`src/hdl/opx_pkg.sv`:
```
// Shared opcode and operand-source encodings; widths here are fixed and not tied to DATA_W

package opx_pkg;

	//////////////////////////////////////////////////
	// Widths
	//////////////////////////////////////////////////

	// Opcode field width on every micro-op port
	localparam int OPX_OP_W  = 3;
	// Operand source select width
	localparam int OPX_SRC_W = 2;

	//////////////////////////////////////////////////
	// ALU operations
	//////////////////////////////////////////////////

	// All eight codes are used, so any opcode is legal
	typedef enum logic [OPX_OP_W-1:0] {
		OP_ADD = 3'd0,
		OP_SUB = 3'd1,
		OP_AND = 3'd2,
		OP_OR  = 3'd3,
		OP_XOR = 3'd4,
		OP_SLL = 3'd5,
		OP_SRL = 3'd6,
		// Signed compare, result is 0 or 1
		OP_SLT = 3'd7
	} opx_op_e;

	//////////////////////////////////////////////////
	// Operand sources
	//////////////////////////////////////////////////

	// SRC_IMM only makes sense for operand B
	typedef enum logic [OPX_SRC_W-1:0] {
		SRC_RF     = 2'd0,
		SRC_IMM    = 2'd1,
		SRC_EX_FWD = 2'd2,
		SRC_WB_FWD = 2'd3
	} opx_src_e;

endpackage

```
`src/hdl/opx_regfile.sv`:
```
// REG_CNT must be a power of two; register 0 reads zero; a write is visible to reads next cycle
`timescale 1ns/1ps

module opx_regfile #(
	parameter int  DATA_W  = 32,
	parameter int  REG_CNT = 16,
	localparam int IDX_W   = $clog2(REG_CNT)
) (
	input  logic              clk,
	input  logic              rst_n,
	// Read port A
	input  logic [IDX_W-1:0]  rd_addr_a,
	output logic [DATA_W-1:0] rd_data_a,
	// Read port B
	input  logic [IDX_W-1:0]  rd_addr_b,
	output logic [DATA_W-1:0] rd_data_b,
	// Write port, driven by the WB output handshake
	input  logic              wr_en,
	input  logic [IDX_W-1:0]  wr_addr,
	input  logic [DATA_W-1:0] wr_data
);

	// Storage array, entry 0 never written
	logic [DATA_W-1:0] regs [REG_CNT];

	//////////////////////////////////////////////////
	// Write port
	//////////////////////////////////////////////////

	always_ff @(posedge clk or negedge rst_n) begin
		if (!rst_n) begin
			// Whole file starts at zero
			for (int i = 0; i < REG_CNT; i++) begin
				regs[i] <= '0;
			end
		end else if (wr_en && (wr_addr != '0)) begin
			regs[wr_addr] <= wr_data;
		end
	end

	//////////////////////////////////////////////////
	// Read ports
	//////////////////////////////////////////////////

	// Combinational reads, address 0 forced to zero
	assign rd_data_a = (rd_addr_a == '0) ? '0 : regs[rd_addr_a];
	assign rd_data_b = (rd_addr_b == '0) ? '0 : regs[rd_addr_b];

	// Register 0 stays zero across a write that targets it
	a_r0_write_ignored: assert property (
		@(posedge clk) disable iff (!rst_n)
		(wr_en && (wr_addr == '0)) |=> (regs[0] == '0)
	);

endmodule

```
`src/hdl/opx_operand_mux.sv`:
```
// Selects are trusted from the control block; sel_a must never be SRC_IMM; no split ID/EX freeze
`timescale 1ns/1ps

module opx_operand_mux import opx_pkg::*; #(
	parameter int DATA_W = 32
) (
	input  logic              clk,
	input  logic              rst_n,
	// Global hold from output back-pressure
	input  logic              stall,
	// Candidate sources
	input  logic [DATA_W-1:0] rf_data_a,
	input  logic [DATA_W-1:0] rf_data_b,
	input  logic [DATA_W-1:0] ex_fwd,
	input  logic [DATA_W-1:0] wb_fwd,
	input  logic [DATA_W-1:0] imm,
	// Source selects from ID
	input  opx_src_e          sel_a,
	input  opx_src_e          sel_b,
	// Registered operands into EX
	output logic [DATA_W-1:0] operand_a,
	output logic [DATA_W-1:0] operand_b,
	// Pre-register mux values
	output logic [DATA_W-1:0] muxed_a,
	output logic [DATA_W-1:0] muxed_b
);

	//////////////////////////////////////////////////
	// Forwarding muxes
	//////////////////////////////////////////////////

	// Operand A, register file unless a forward applies
	always_comb begin
		case (sel_a)
			SRC_EX_FWD: muxed_a = ex_fwd;
			SRC_WB_FWD: muxed_a = wb_fwd;
			// SRC_IMM is not meaningful here
			default:    muxed_a = rf_data_a;
		endcase
	end

	// Operand B, also takes the immediate
	always_comb begin
		case (sel_b)
			SRC_IMM:    muxed_b = imm;
			SRC_EX_FWD: muxed_b = ex_fwd;
			SRC_WB_FWD: muxed_b = wb_fwd;
			default:    muxed_b = rf_data_b;
		endcase
	end

	//////////////////////////////////////////////////
	// Operand registers
	//////////////////////////////////////////////////

	// Whole pipe freezes together, so one hold condition suffices
	always_ff @(posedge clk or negedge rst_n) begin
		if (!rst_n) begin
			operand_a <= '0;
			operand_b <= '0;
		end else if (!stall) begin
			operand_a <= muxed_a;
			operand_b <= muxed_b;
		end
	end

	//////////////////////////////////////////////////
	// Checks
	//////////////////////////////////////////////////

	// Control never routes the immediate to A
	a_sel_a_no_imm: assert property (
		@(posedge clk) disable iff (!rst_n)
		sel_a != SRC_IMM
	);

	// Free-running edge captures the mux
	a_capture: assert property (
		@(posedge clk) disable iff (!rst_n)
		!stall |=> (operand_a == $past(muxed_a)) && (operand_b == $past(muxed_b))
	);

	// Operands frozen with the rest of the pipe
	a_hold: assert property (
		@(posedge clk) disable iff (!rst_n)
		stall |=> $stable(operand_a) && $stable(operand_b)
	);

endmodule

```
`src/hdl/opx_pipe_ctrl.sv`:
```
// Back-pressure freezes every stage; no hazard needs a bubble; register 0 never forwards
`timescale 1ns/1ps

module opx_pipe_ctrl import opx_pkg::*; #(
	parameter int  DATA_W  = 32,
	parameter int  REG_CNT = 16,
	localparam int IDX_W   = $clog2(REG_CNT)
) (
	input  logic                clk,
	input  logic                rst_n,
	// Input micro-op stream
	input  logic                in_valid,
	input  logic [OPX_OP_W-1:0] in_op,
	input  logic [IDX_W-1:0]    in_rd,
	input  logic [IDX_W-1:0]    in_ra,
	input  logic [IDX_W-1:0]    in_rb,
	input  logic                in_use_imm,
	input  logic [DATA_W-1:0]   in_imm,
	output logic                in_ready,
	// EX and WB status for forwarding
	input  logic                ex_valid,
	input  logic [IDX_W-1:0]    ex_rd,
	input  logic                out_valid,
	input  logic                out_ready,
	// Global hold
	output logic                stall,
	// ID stage contents
	output logic                id_valid,
	output logic [OPX_OP_W-1:0] id_op,
	output logic [IDX_W-1:0]    id_rd,
	output logic [IDX_W-1:0]    id_ra,
	output logic [IDX_W-1:0]    id_rb,
	output logic [DATA_W-1:0]   id_imm,
	// Forwarding selects
	output opx_src_e            sel_a,
	output opx_src_e            sel_b
);

	logic             in_fire;
	logic             id_use_imm;
	// Shadow of the WB destination
	logic [IDX_W-1:0] wb_rd;

	// Newest producer wins, register 0 excluded
	function automatic opx_src_e fwd_src(
		input logic [IDX_W-1:0] src,
		input logic             ex_v,
		input logic [IDX_W-1:0] ex_d,
		input logic             wb_v,
		input logic [IDX_W-1:0] wb_d
	);
		if ((src != '0) && ex_v && (src == ex_d)) return SRC_EX_FWD;
		if ((src != '0) && wb_v && (src == wb_d)) return SRC_WB_FWD;
		return SRC_RF;
	endfunction

	//////////////////////////////////////////////////
	// Flow control
	//////////////////////////////////////////////////

	// Held result at WB blocks everything behind it
	assign stall    = out_valid && !out_ready;
	assign in_ready = !stall;
	assign in_fire  = in_valid && in_ready;

	// ID register, bubble when nothing arrives
	always_ff @(posedge clk or negedge rst_n) begin
		if (!rst_n) begin
			id_valid   <= 1'b0;
			id_op      <= '0;
			id_rd      <= '0;
			id_ra      <= '0;
			id_rb      <= '0;
			id_use_imm <= 1'b0;
			wb_rd      <= '0;
		end else if (!stall) begin
			id_valid <= in_fire;
			// Tracks out_rd in step with the WB register
			wb_rd    <= ex_rd;
			if (in_fire) begin
				id_op      <= in_op;
				id_rd      <= in_rd;
				id_ra      <= in_ra;
				id_rb      <= in_rb;
				id_use_imm <= in_use_imm;
			end
		end
	end

	// Immediate payload
	always_ff @(posedge clk) begin
		if (in_fire) id_imm <= in_imm;
	end

	// Source selects for both operands
	always_comb begin
		sel_a = fwd_src(id_ra, ex_valid, ex_rd, out_valid, wb_rd);
		sel_b = id_use_imm ? SRC_IMM : fwd_src(id_rb, ex_valid, ex_rd, out_valid, wb_rd);
	end

	// Back-pressure refuses input and freezes ID
	a_no_accept_in_stall: assert property (
		@(posedge clk) disable iff (!rst_n)
		(out_valid && !out_ready) |-> !in_ready ##1 ($stable(id_valid) && $stable(id_ra))
	);

endmodule

```
`src/hdl/opx_alu.sv`:
```
// Shifts use only the low log2(DATA_W) bits of B; slt is signed; WB holds while out_ready is low
`timescale 1ns/1ps

module opx_alu import opx_pkg::*; #(
	parameter int  DATA_W  = 32,
	parameter int  REG_CNT = 16,
	localparam int IDX_W   = $clog2(REG_CNT)
) (
	input  logic                clk,
	input  logic                rst_n,
	input  logic                stall,
	// From ID
	input  logic                id_valid,
	input  logic [OPX_OP_W-1:0] id_op,
	input  logic [IDX_W-1:0]    id_rd,
	// Registered operands
	input  logic [DATA_W-1:0]   operand_a,
	input  logic [DATA_W-1:0]   operand_b,
	// EX stage status and forward value
	output logic                ex_valid,
	output logic [IDX_W-1:0]    ex_rd,
	output logic [DATA_W-1:0]   ex_fwd,
	// WB output stream
	output logic                out_valid,
	output logic [IDX_W-1:0]    out_rd,
	output logic [DATA_W-1:0]   out_data
);

	// Shift amount width
	localparam int SH_W = $clog2(DATA_W);

	opx_op_e ex_op;

	//////////////////////////////////////////////////
	// EX stage
	//////////////////////////////////////////////////

	// Operation and destination travel beside the operands
	always_ff @(posedge clk or negedge rst_n) begin
		if (!rst_n) begin
			ex_valid <= 1'b0;
			ex_op    <= OP_ADD;
			ex_rd    <= '0;
		end else if (!stall) begin
			ex_valid <= id_valid;
			ex_op    <= opx_op_e'(id_op);
			ex_rd    <= id_rd;
		end
	end

	// ALU, also the EX forward value
	always_comb begin
		case (ex_op)
			OP_ADD: ex_fwd = operand_a + operand_b;
			OP_SUB: ex_fwd = operand_a - operand_b;
			OP_AND: ex_fwd = operand_a & operand_b;
			OP_OR:  ex_fwd = operand_a | operand_b;
			OP_XOR: ex_fwd = operand_a ^ operand_b;
			OP_SLL: ex_fwd = operand_a << operand_b[SH_W-1:0];
			OP_SRL: ex_fwd = operand_a >> operand_b[SH_W-1:0];
			OP_SLT: ex_fwd = {{(DATA_W-1){1'b0}}, $signed(operand_a) < $signed(operand_b)};
			default: ex_fwd = '0;
		endcase
	end

	//////////////////////////////////////////////////
	// WB stage
	//////////////////////////////////////////////////

	// Taken result replaced by EX, or dropped if EX is empty
	always_ff @(posedge clk or negedge rst_n) begin
		if (!rst_n) begin
			out_valid <= 1'b0;
			out_rd    <= '0;
		end else if (!stall) begin
			out_valid <= ex_valid;
			out_rd    <= ex_rd;
		end
	end

	// Result payload
	always_ff @(posedge clk) begin
		if (!stall) out_data <= ex_fwd;
	end

	// Offered result stays put until taken
	a_out_stable: assert property (
		@(posedge clk) disable iff (!rst_n)
		(out_valid && stall) |=> out_valid && $stable(out_data) && $stable(out_rd)
	);

endmodule

```
`src/hdl/opx_pipe.sv`:
```
// Three-stage ID/EX/WB integer pipe; REG_CNT a power of two; DATA_W of 16, 32 or 64
`timescale 1ns/1ps

module opx_pipe import opx_pkg::*; #(
	parameter int  DATA_W  = 32,
	parameter int  REG_CNT = 16,
	localparam int IDX_W   = $clog2(REG_CNT)
) (
	input  logic                clk,
	input  logic                rst_n,
	// Micro-op input stream
	input  logic                in_valid,
	input  logic [OPX_OP_W-1:0] in_op,
	input  logic [IDX_W-1:0]    in_rd,
	input  logic [IDX_W-1:0]    in_ra,
	input  logic [IDX_W-1:0]    in_rb,
	input  logic                in_use_imm,
	input  logic [DATA_W-1:0]   in_imm,
	output logic                in_ready,
	// Result output stream
	output logic                out_valid,
	output logic [IDX_W-1:0]    out_rd,
	output logic [DATA_W-1:0]   out_data,
	input  logic                out_ready
);

	logic                stall;
	logic                id_valid;
	logic [OPX_OP_W-1:0] id_op;
	logic [IDX_W-1:0]    id_rd;
	logic [IDX_W-1:0]    id_ra;
	logic [IDX_W-1:0]    id_rb;
	logic [DATA_W-1:0]   id_imm;
	opx_src_e            sel_a;
	opx_src_e            sel_b;
	logic [DATA_W-1:0]   rf_data_a;
	logic [DATA_W-1:0]   rf_data_b;
	logic [DATA_W-1:0]   operand_a;
	logic [DATA_W-1:0]   operand_b;
	logic                ex_valid;
	logic [IDX_W-1:0]    ex_rd;
	logic [DATA_W-1:0]   ex_fwd;
	logic                rf_wr_en;

	// Register file write on the output handshake
	assign rf_wr_en = out_valid && out_ready;

	opx_pipe_ctrl #(.DATA_W(DATA_W), .REG_CNT(REG_CNT)) i_opx_pipe_ctrl (
		.clk, .rst_n,
		.in_valid, .in_op, .in_rd, .in_ra, .in_rb, .in_use_imm, .in_imm, .in_ready,
		.ex_valid, .ex_rd, .out_valid, .out_ready,
		.stall, .id_valid, .id_op, .id_rd, .id_ra, .id_rb, .id_imm,
		.sel_a, .sel_b
	);

	opx_regfile #(.DATA_W(DATA_W), .REG_CNT(REG_CNT)) i_opx_regfile (
		.clk, .rst_n,
		.rd_addr_a (id_ra),
		.rd_data_a (rf_data_a),
		.rd_addr_b (id_rb),
		.rd_data_b (rf_data_b),
		.wr_en     (rf_wr_en),
		.wr_addr   (out_rd),
		.wr_data   (out_data)
	);

	// WB forward is the offered result itself
	opx_operand_mux #(.DATA_W(DATA_W)) i_opx_operand_mux (
		.clk, .rst_n, .stall,
		.rf_data_a, .rf_data_b, .ex_fwd,
		.wb_fwd    (out_data),
		.imm       (id_imm),
		.sel_a, .sel_b, .operand_a, .operand_b,
		// Pre-register values, observable for debug
		.muxed_a   (),
		.muxed_b   ()
	);

	opx_alu #(.DATA_W(DATA_W), .REG_CNT(REG_CNT)) i_opx_alu (
		.clk, .rst_n, .stall,
		.id_valid, .id_op, .id_rd, .operand_a, .operand_b,
		.ex_valid, .ex_rd, .ex_fwd,
		.out_valid, .out_rd, .out_data
	);

endmodule

```
`config.mk`:
```
export PLATFORM = sky130hd
export DESIGN_NAME = opx_pipe
export DESIGN_NICKNAME = d
export VERILOG_FILES = /design/src/hdl/opx_pkg.sv /design/src/hdl/opx_regfile.sv /design/src/hdl/opx_operand_mux.sv /design/src/hdl/opx_pipe_ctrl.sv /design/src/hdl/opx_alu.sv /design/src/hdl/opx_pipe.sv
export SDC_FILE = /design/constraint.sdc
export NUM_CORES = 2
export LEC_CHECK = 0
export ABC_AREA = 1
export BUFFER_PORTS_ARGS = -buffer_cell sky130_fd_sc_hd__buf_2
export CAP_MARGIN = 20
export CELL_PAD_IN_SITES_DETAIL_PLACEMENT = 0
export CELL_PAD_IN_SITES_GLOBAL_PLACEMENT = 1
export CORE_UTILIZATION = 40
export CTS_BUF_LIST = sky130_fd_sc_hd__clkbuf_4
export CTS_CLUSTER_DIAMETER = 150
export DETAILED_ROUTE_END_ITERATION = 10
export PLACE_DENSITY_LB_ADDON = 0.08
export SKIP_LAST_GASP = 1
export SYNTH_ARGS = -nofsm -noshare
export SYNTH_HDL_FRONTEND = slang
export SYNTH_SLANG_ARGS = --single-unit
```
`constraint.sdc`:
```
create_clock -name clk -period 7.4 [get_ports clk]
set_input_delay 0 -clock clk [delete_from_list [all_inputs] [get_ports clk]]
set_output_delay 0 -clock clk [all_outputs]
set_load 0.03 [all_outputs]
```
==> impl_metrics.yaml <==
yosys:
  synth_area_leader_cell: "dfrtp_1"
  synthFlopType: "dfrtp_1"
  seq_area_frac_synth_pct: 39.0
  syn_inst: 6325
  yosys-top-cells-count: "1625 x nand2_1, 918 x o21ai_0, 606 x dfrtp_1"
  synthMostInstantiatedCell: "nand2_1"
  syn_area_per_cell_um2: 6.92
  synthesis.nets: 6476
  async_reset_ff_share_pct: 90.4
  yosysTopAreaCellShare_pct: 34.7
  synth_edf_count: 64
  synth_seq_cells: 670
  yosysWarnings: 0
  synth_cell_types: 57
  netlist_top_cells_area: "dfrtp_1 35%, nand2_1 14%, o21ai_0 11%"
  synth_area_mm2: 0.0438
worst_hold_path:
  hold_class: "in2async"
placement:
  dp_cells: 7378
  numPortBuffers: 89
  gp_congestion: 1.05
  dp_slack_ns: 3.35
  hpwl_um: 131000
sta:
  fmax_ghz: 0.235
  tightest_slew_ns: 1.13
  setup_viol_count_final: 0
  rsz0062_at_grt: "no"
  hold_viol: 0
  relSlewSlack_pct: 24.6
  fin_crit_ns: 4.25
  period_share_pct: 57.4
  skew_ns: 0.0705
  slew_viol_final: 0
  hold_slack_ns: 0.126
  tns_ns: 0
  timing.final.ws_setup_ns: 3.15
route:
  via_per_inst: 5.81
  firstDrtPassIters: 6
  drcViolationCount: 0
  drt_iter0_markers: 5207
  wl_um: 203000
  wire_per_inst_um: 25.8
  ant_nets: 0
  num_vias: 45600
cts:
  cts.sinks: 670
  cts_root_buf: "clkbuf_4"
  h-tree-depth: 4
  ctsHoldBuffers: 114
  clock_latency_ns: 1.14
  ctsResizeCount: 0
  cts.clk_slew.worst_paths_ns: 0.07
  cts_buffer_depth: 3
  cts_made_buffers: 199
  cts_tree: "built"
  cts_setup_buffers: 0
finish:
  fillCellCount: 11500
  drive_gt1_share_pct: 8.89
  syn_to_final_growth_pct: 10.4
  multiInputGateArea_mm2: 0.0227
  post-route-util_pct: 44.8
  ff_latch_area_mm2: 0.0171
  nets: 6442
  instances_no_fill: 7856
die:
  num_rows: 120
  die_w_um: 333
  initial_core_util_pct: 40.6
  die_h_um: 333
  die_area_mm2: 0.111
  pin_count: 90
  coreArea_mm2: 0.108
global_route:
  grt_max_degree: 187
  grt_pass1_wl_um: 296000
  antenna_found_initial: 9
  grtUsageTotal_pct: 36.1
  grt_pass1_vias: 42700
  grt_overflow_total: 0
critical_path:
  critPathLaunchType: "flip-flop"
  cp_top_family: "buffers and inverters"
  critical_path.max_stage_delay_ns: 0.57
  cp.depth: 13
  crit_type: "reg2reg"
  worst_ep_required_time_ns: 8.30
  end_kind: "flip-flop"
  path_max_fanout: 60
  crit_chain: "buf_4 > inv_2 > buf_4 > ha_1 > inv_1 > nand2_1 > nand2_1 > nand3_1 > nand2_1 > nand2_1 > o21ai_0 > nand3_1 > and2_1"
  crit_top_cell: "nand2_1"
  rr_worst_depth: 13
  arrival_ns: 5.15
  cp_slowest_cell: "buf_4"
  critPathBufInv: 4
run:
  drv_cap: 0
run_status:
  status: "completed"
power:
  power_leakage_nw: 21.8
  ir_drop_mv: 0.247
  p_per_area_mw_per_mm2: 500
[worst paths after layout]
kind                                                             from                                    to  slack [ns]
min                                                             rst_n     i_opx_regfile.regs[6]$_DFFE_PN0P_        0.13
min in group clk                                           in_imm[16]  i_opx_pipe_ctrl.id_imm[16]$_DFFE_PP_        0.13
max in group asynchronous                                       rst_n   i_opx_regfile.regs[414]$_DFFE_PN0P_        6.39
max                        i_opx_operand_mux.operand_b[2]$_DFFE_PN0N_       i_opx_alu.out_data[9]$_DFFE_PN_        3.15
max reg2reg                i_opx_operand_mux.operand_b[2]$_DFFE_PN0N_       i_opx_alu.out_data[9]$_DFFE_PN_        3.15
min reg2reg                       i_opx_regfile.regs[483]$_DFFE_PN0P_   i_opx_regfile.regs[483]$_DFFE_PN0P_        0.37
[through the flow]
step	instance area (um^2)	power, W
final	48300	0.0242
after global routing	48300	0.0257
after CTS	48300	0.0238
after detailed placement	44600	0.0200
after global placement	44600	0.0200
after floorplan	43800	0.0150
[registers in the layout, indices dropped and copies added (netlist names)]
name	count
i_opx_alu.out_data	32
i_opx_alu.out_rd	4
i_opx_pipe_ctrl.id_ra	4
i_opx_pipe_ctrl.id_use_imm	1
i_opx_operand_mux.operand_b	32
i_opx_pipe_ctrl.id_op	3
i_opx_operand_mux.operand_a	32
i_opx_regfile.regs	512
i_opx_pipe_ctrl.id_imm	32
i_opx_alu.ex_rd	4
i_opx_alu.ex_op	3
i_opx_pipe_ctrl.id_rd	4
i_opx_alu.out_valid	1
i_opx_pipe_ctrl.id_valid	1
i_opx_alu.ex_valid	1
i_opx_pipe_ctrl.id_rb	4
[per-layer routing]
layer  track usage (%)  wire length, um  vias up
li1                  -                -    21200
met1              50.7            89000    22000
met2              54.4            88300     2131
met3              6.86            17500      338
met4              14.3             7970        4
met5                 0               17        -
[worst register-to-register path: cells and delay by family (launching register included)]
kind	cells	cell delay (ns)
adders and majority gates	1	0.31
AOI/OAI and AO/OA	1	0.51
buffers and inverters	4	1.59
DFF	1	0.34
and+or+nand+nor	7	1.27
[logic make-up after synthesis]
| family | count (synthesis) | synth area share [%] |
|---|---|---|
| XOR/XNOR | 11 | 0.220 |
| multiplexers | 1 | 0.0229 |
| AND/OR/NAND/NOR | 2785 | 26.6 |
| AO/OA/AOI/OAI | 1726 | 21.7 |
| buffers and inverters | 1033 | 9.49 |
| flip-flops | 670 | 39.0 |
| adder cells (fa/ha/maj) | 99 | 2.87 |
[cells in the final DEF (no fill, tap or decap), types with 32 or more instances in the layout]
master / n
edfxtp_1: 64
nand3_1: 581
o2111ai_1: 55
and2_1: 32
buf_2: 88
inv_1: 479
nand2_1: 1614
a21oi_1: 376
dlygate4sd3_1: 113
nand4_1: 52
o21ai_0: 918
ha_1: 97
o21ai_1: 112
clkinv_1: 49
buf_4: 52
o22ai_1: 51
dfrtp_1: 594
clkbuf_4: 287
o211ai_1: 112
inv_2: 51
nor2_1: 415
[final cells by class]
class	count	area share, %
timing repair buffer	265	4.56
inverter	533	4.16
clock buffer	287	4.46
sequential	670	35.4
multi-input combinational	4622	46.9
clock inverter	69	0.767
antenna	7	0.0363
tap	1403	3.63
[power by group]
part / internal (W) / switching, W / leakage [nW]
Combinational: 0.00372 / 0.0101 / 11.8
Clock: 0.00185 / 0.00180 / 1.49
Sequential: 0.00521 / 0.00149 / 8.56
Total: 0.0108 / 0.0134 / 21.8
(Power assumes the default switching activity.)
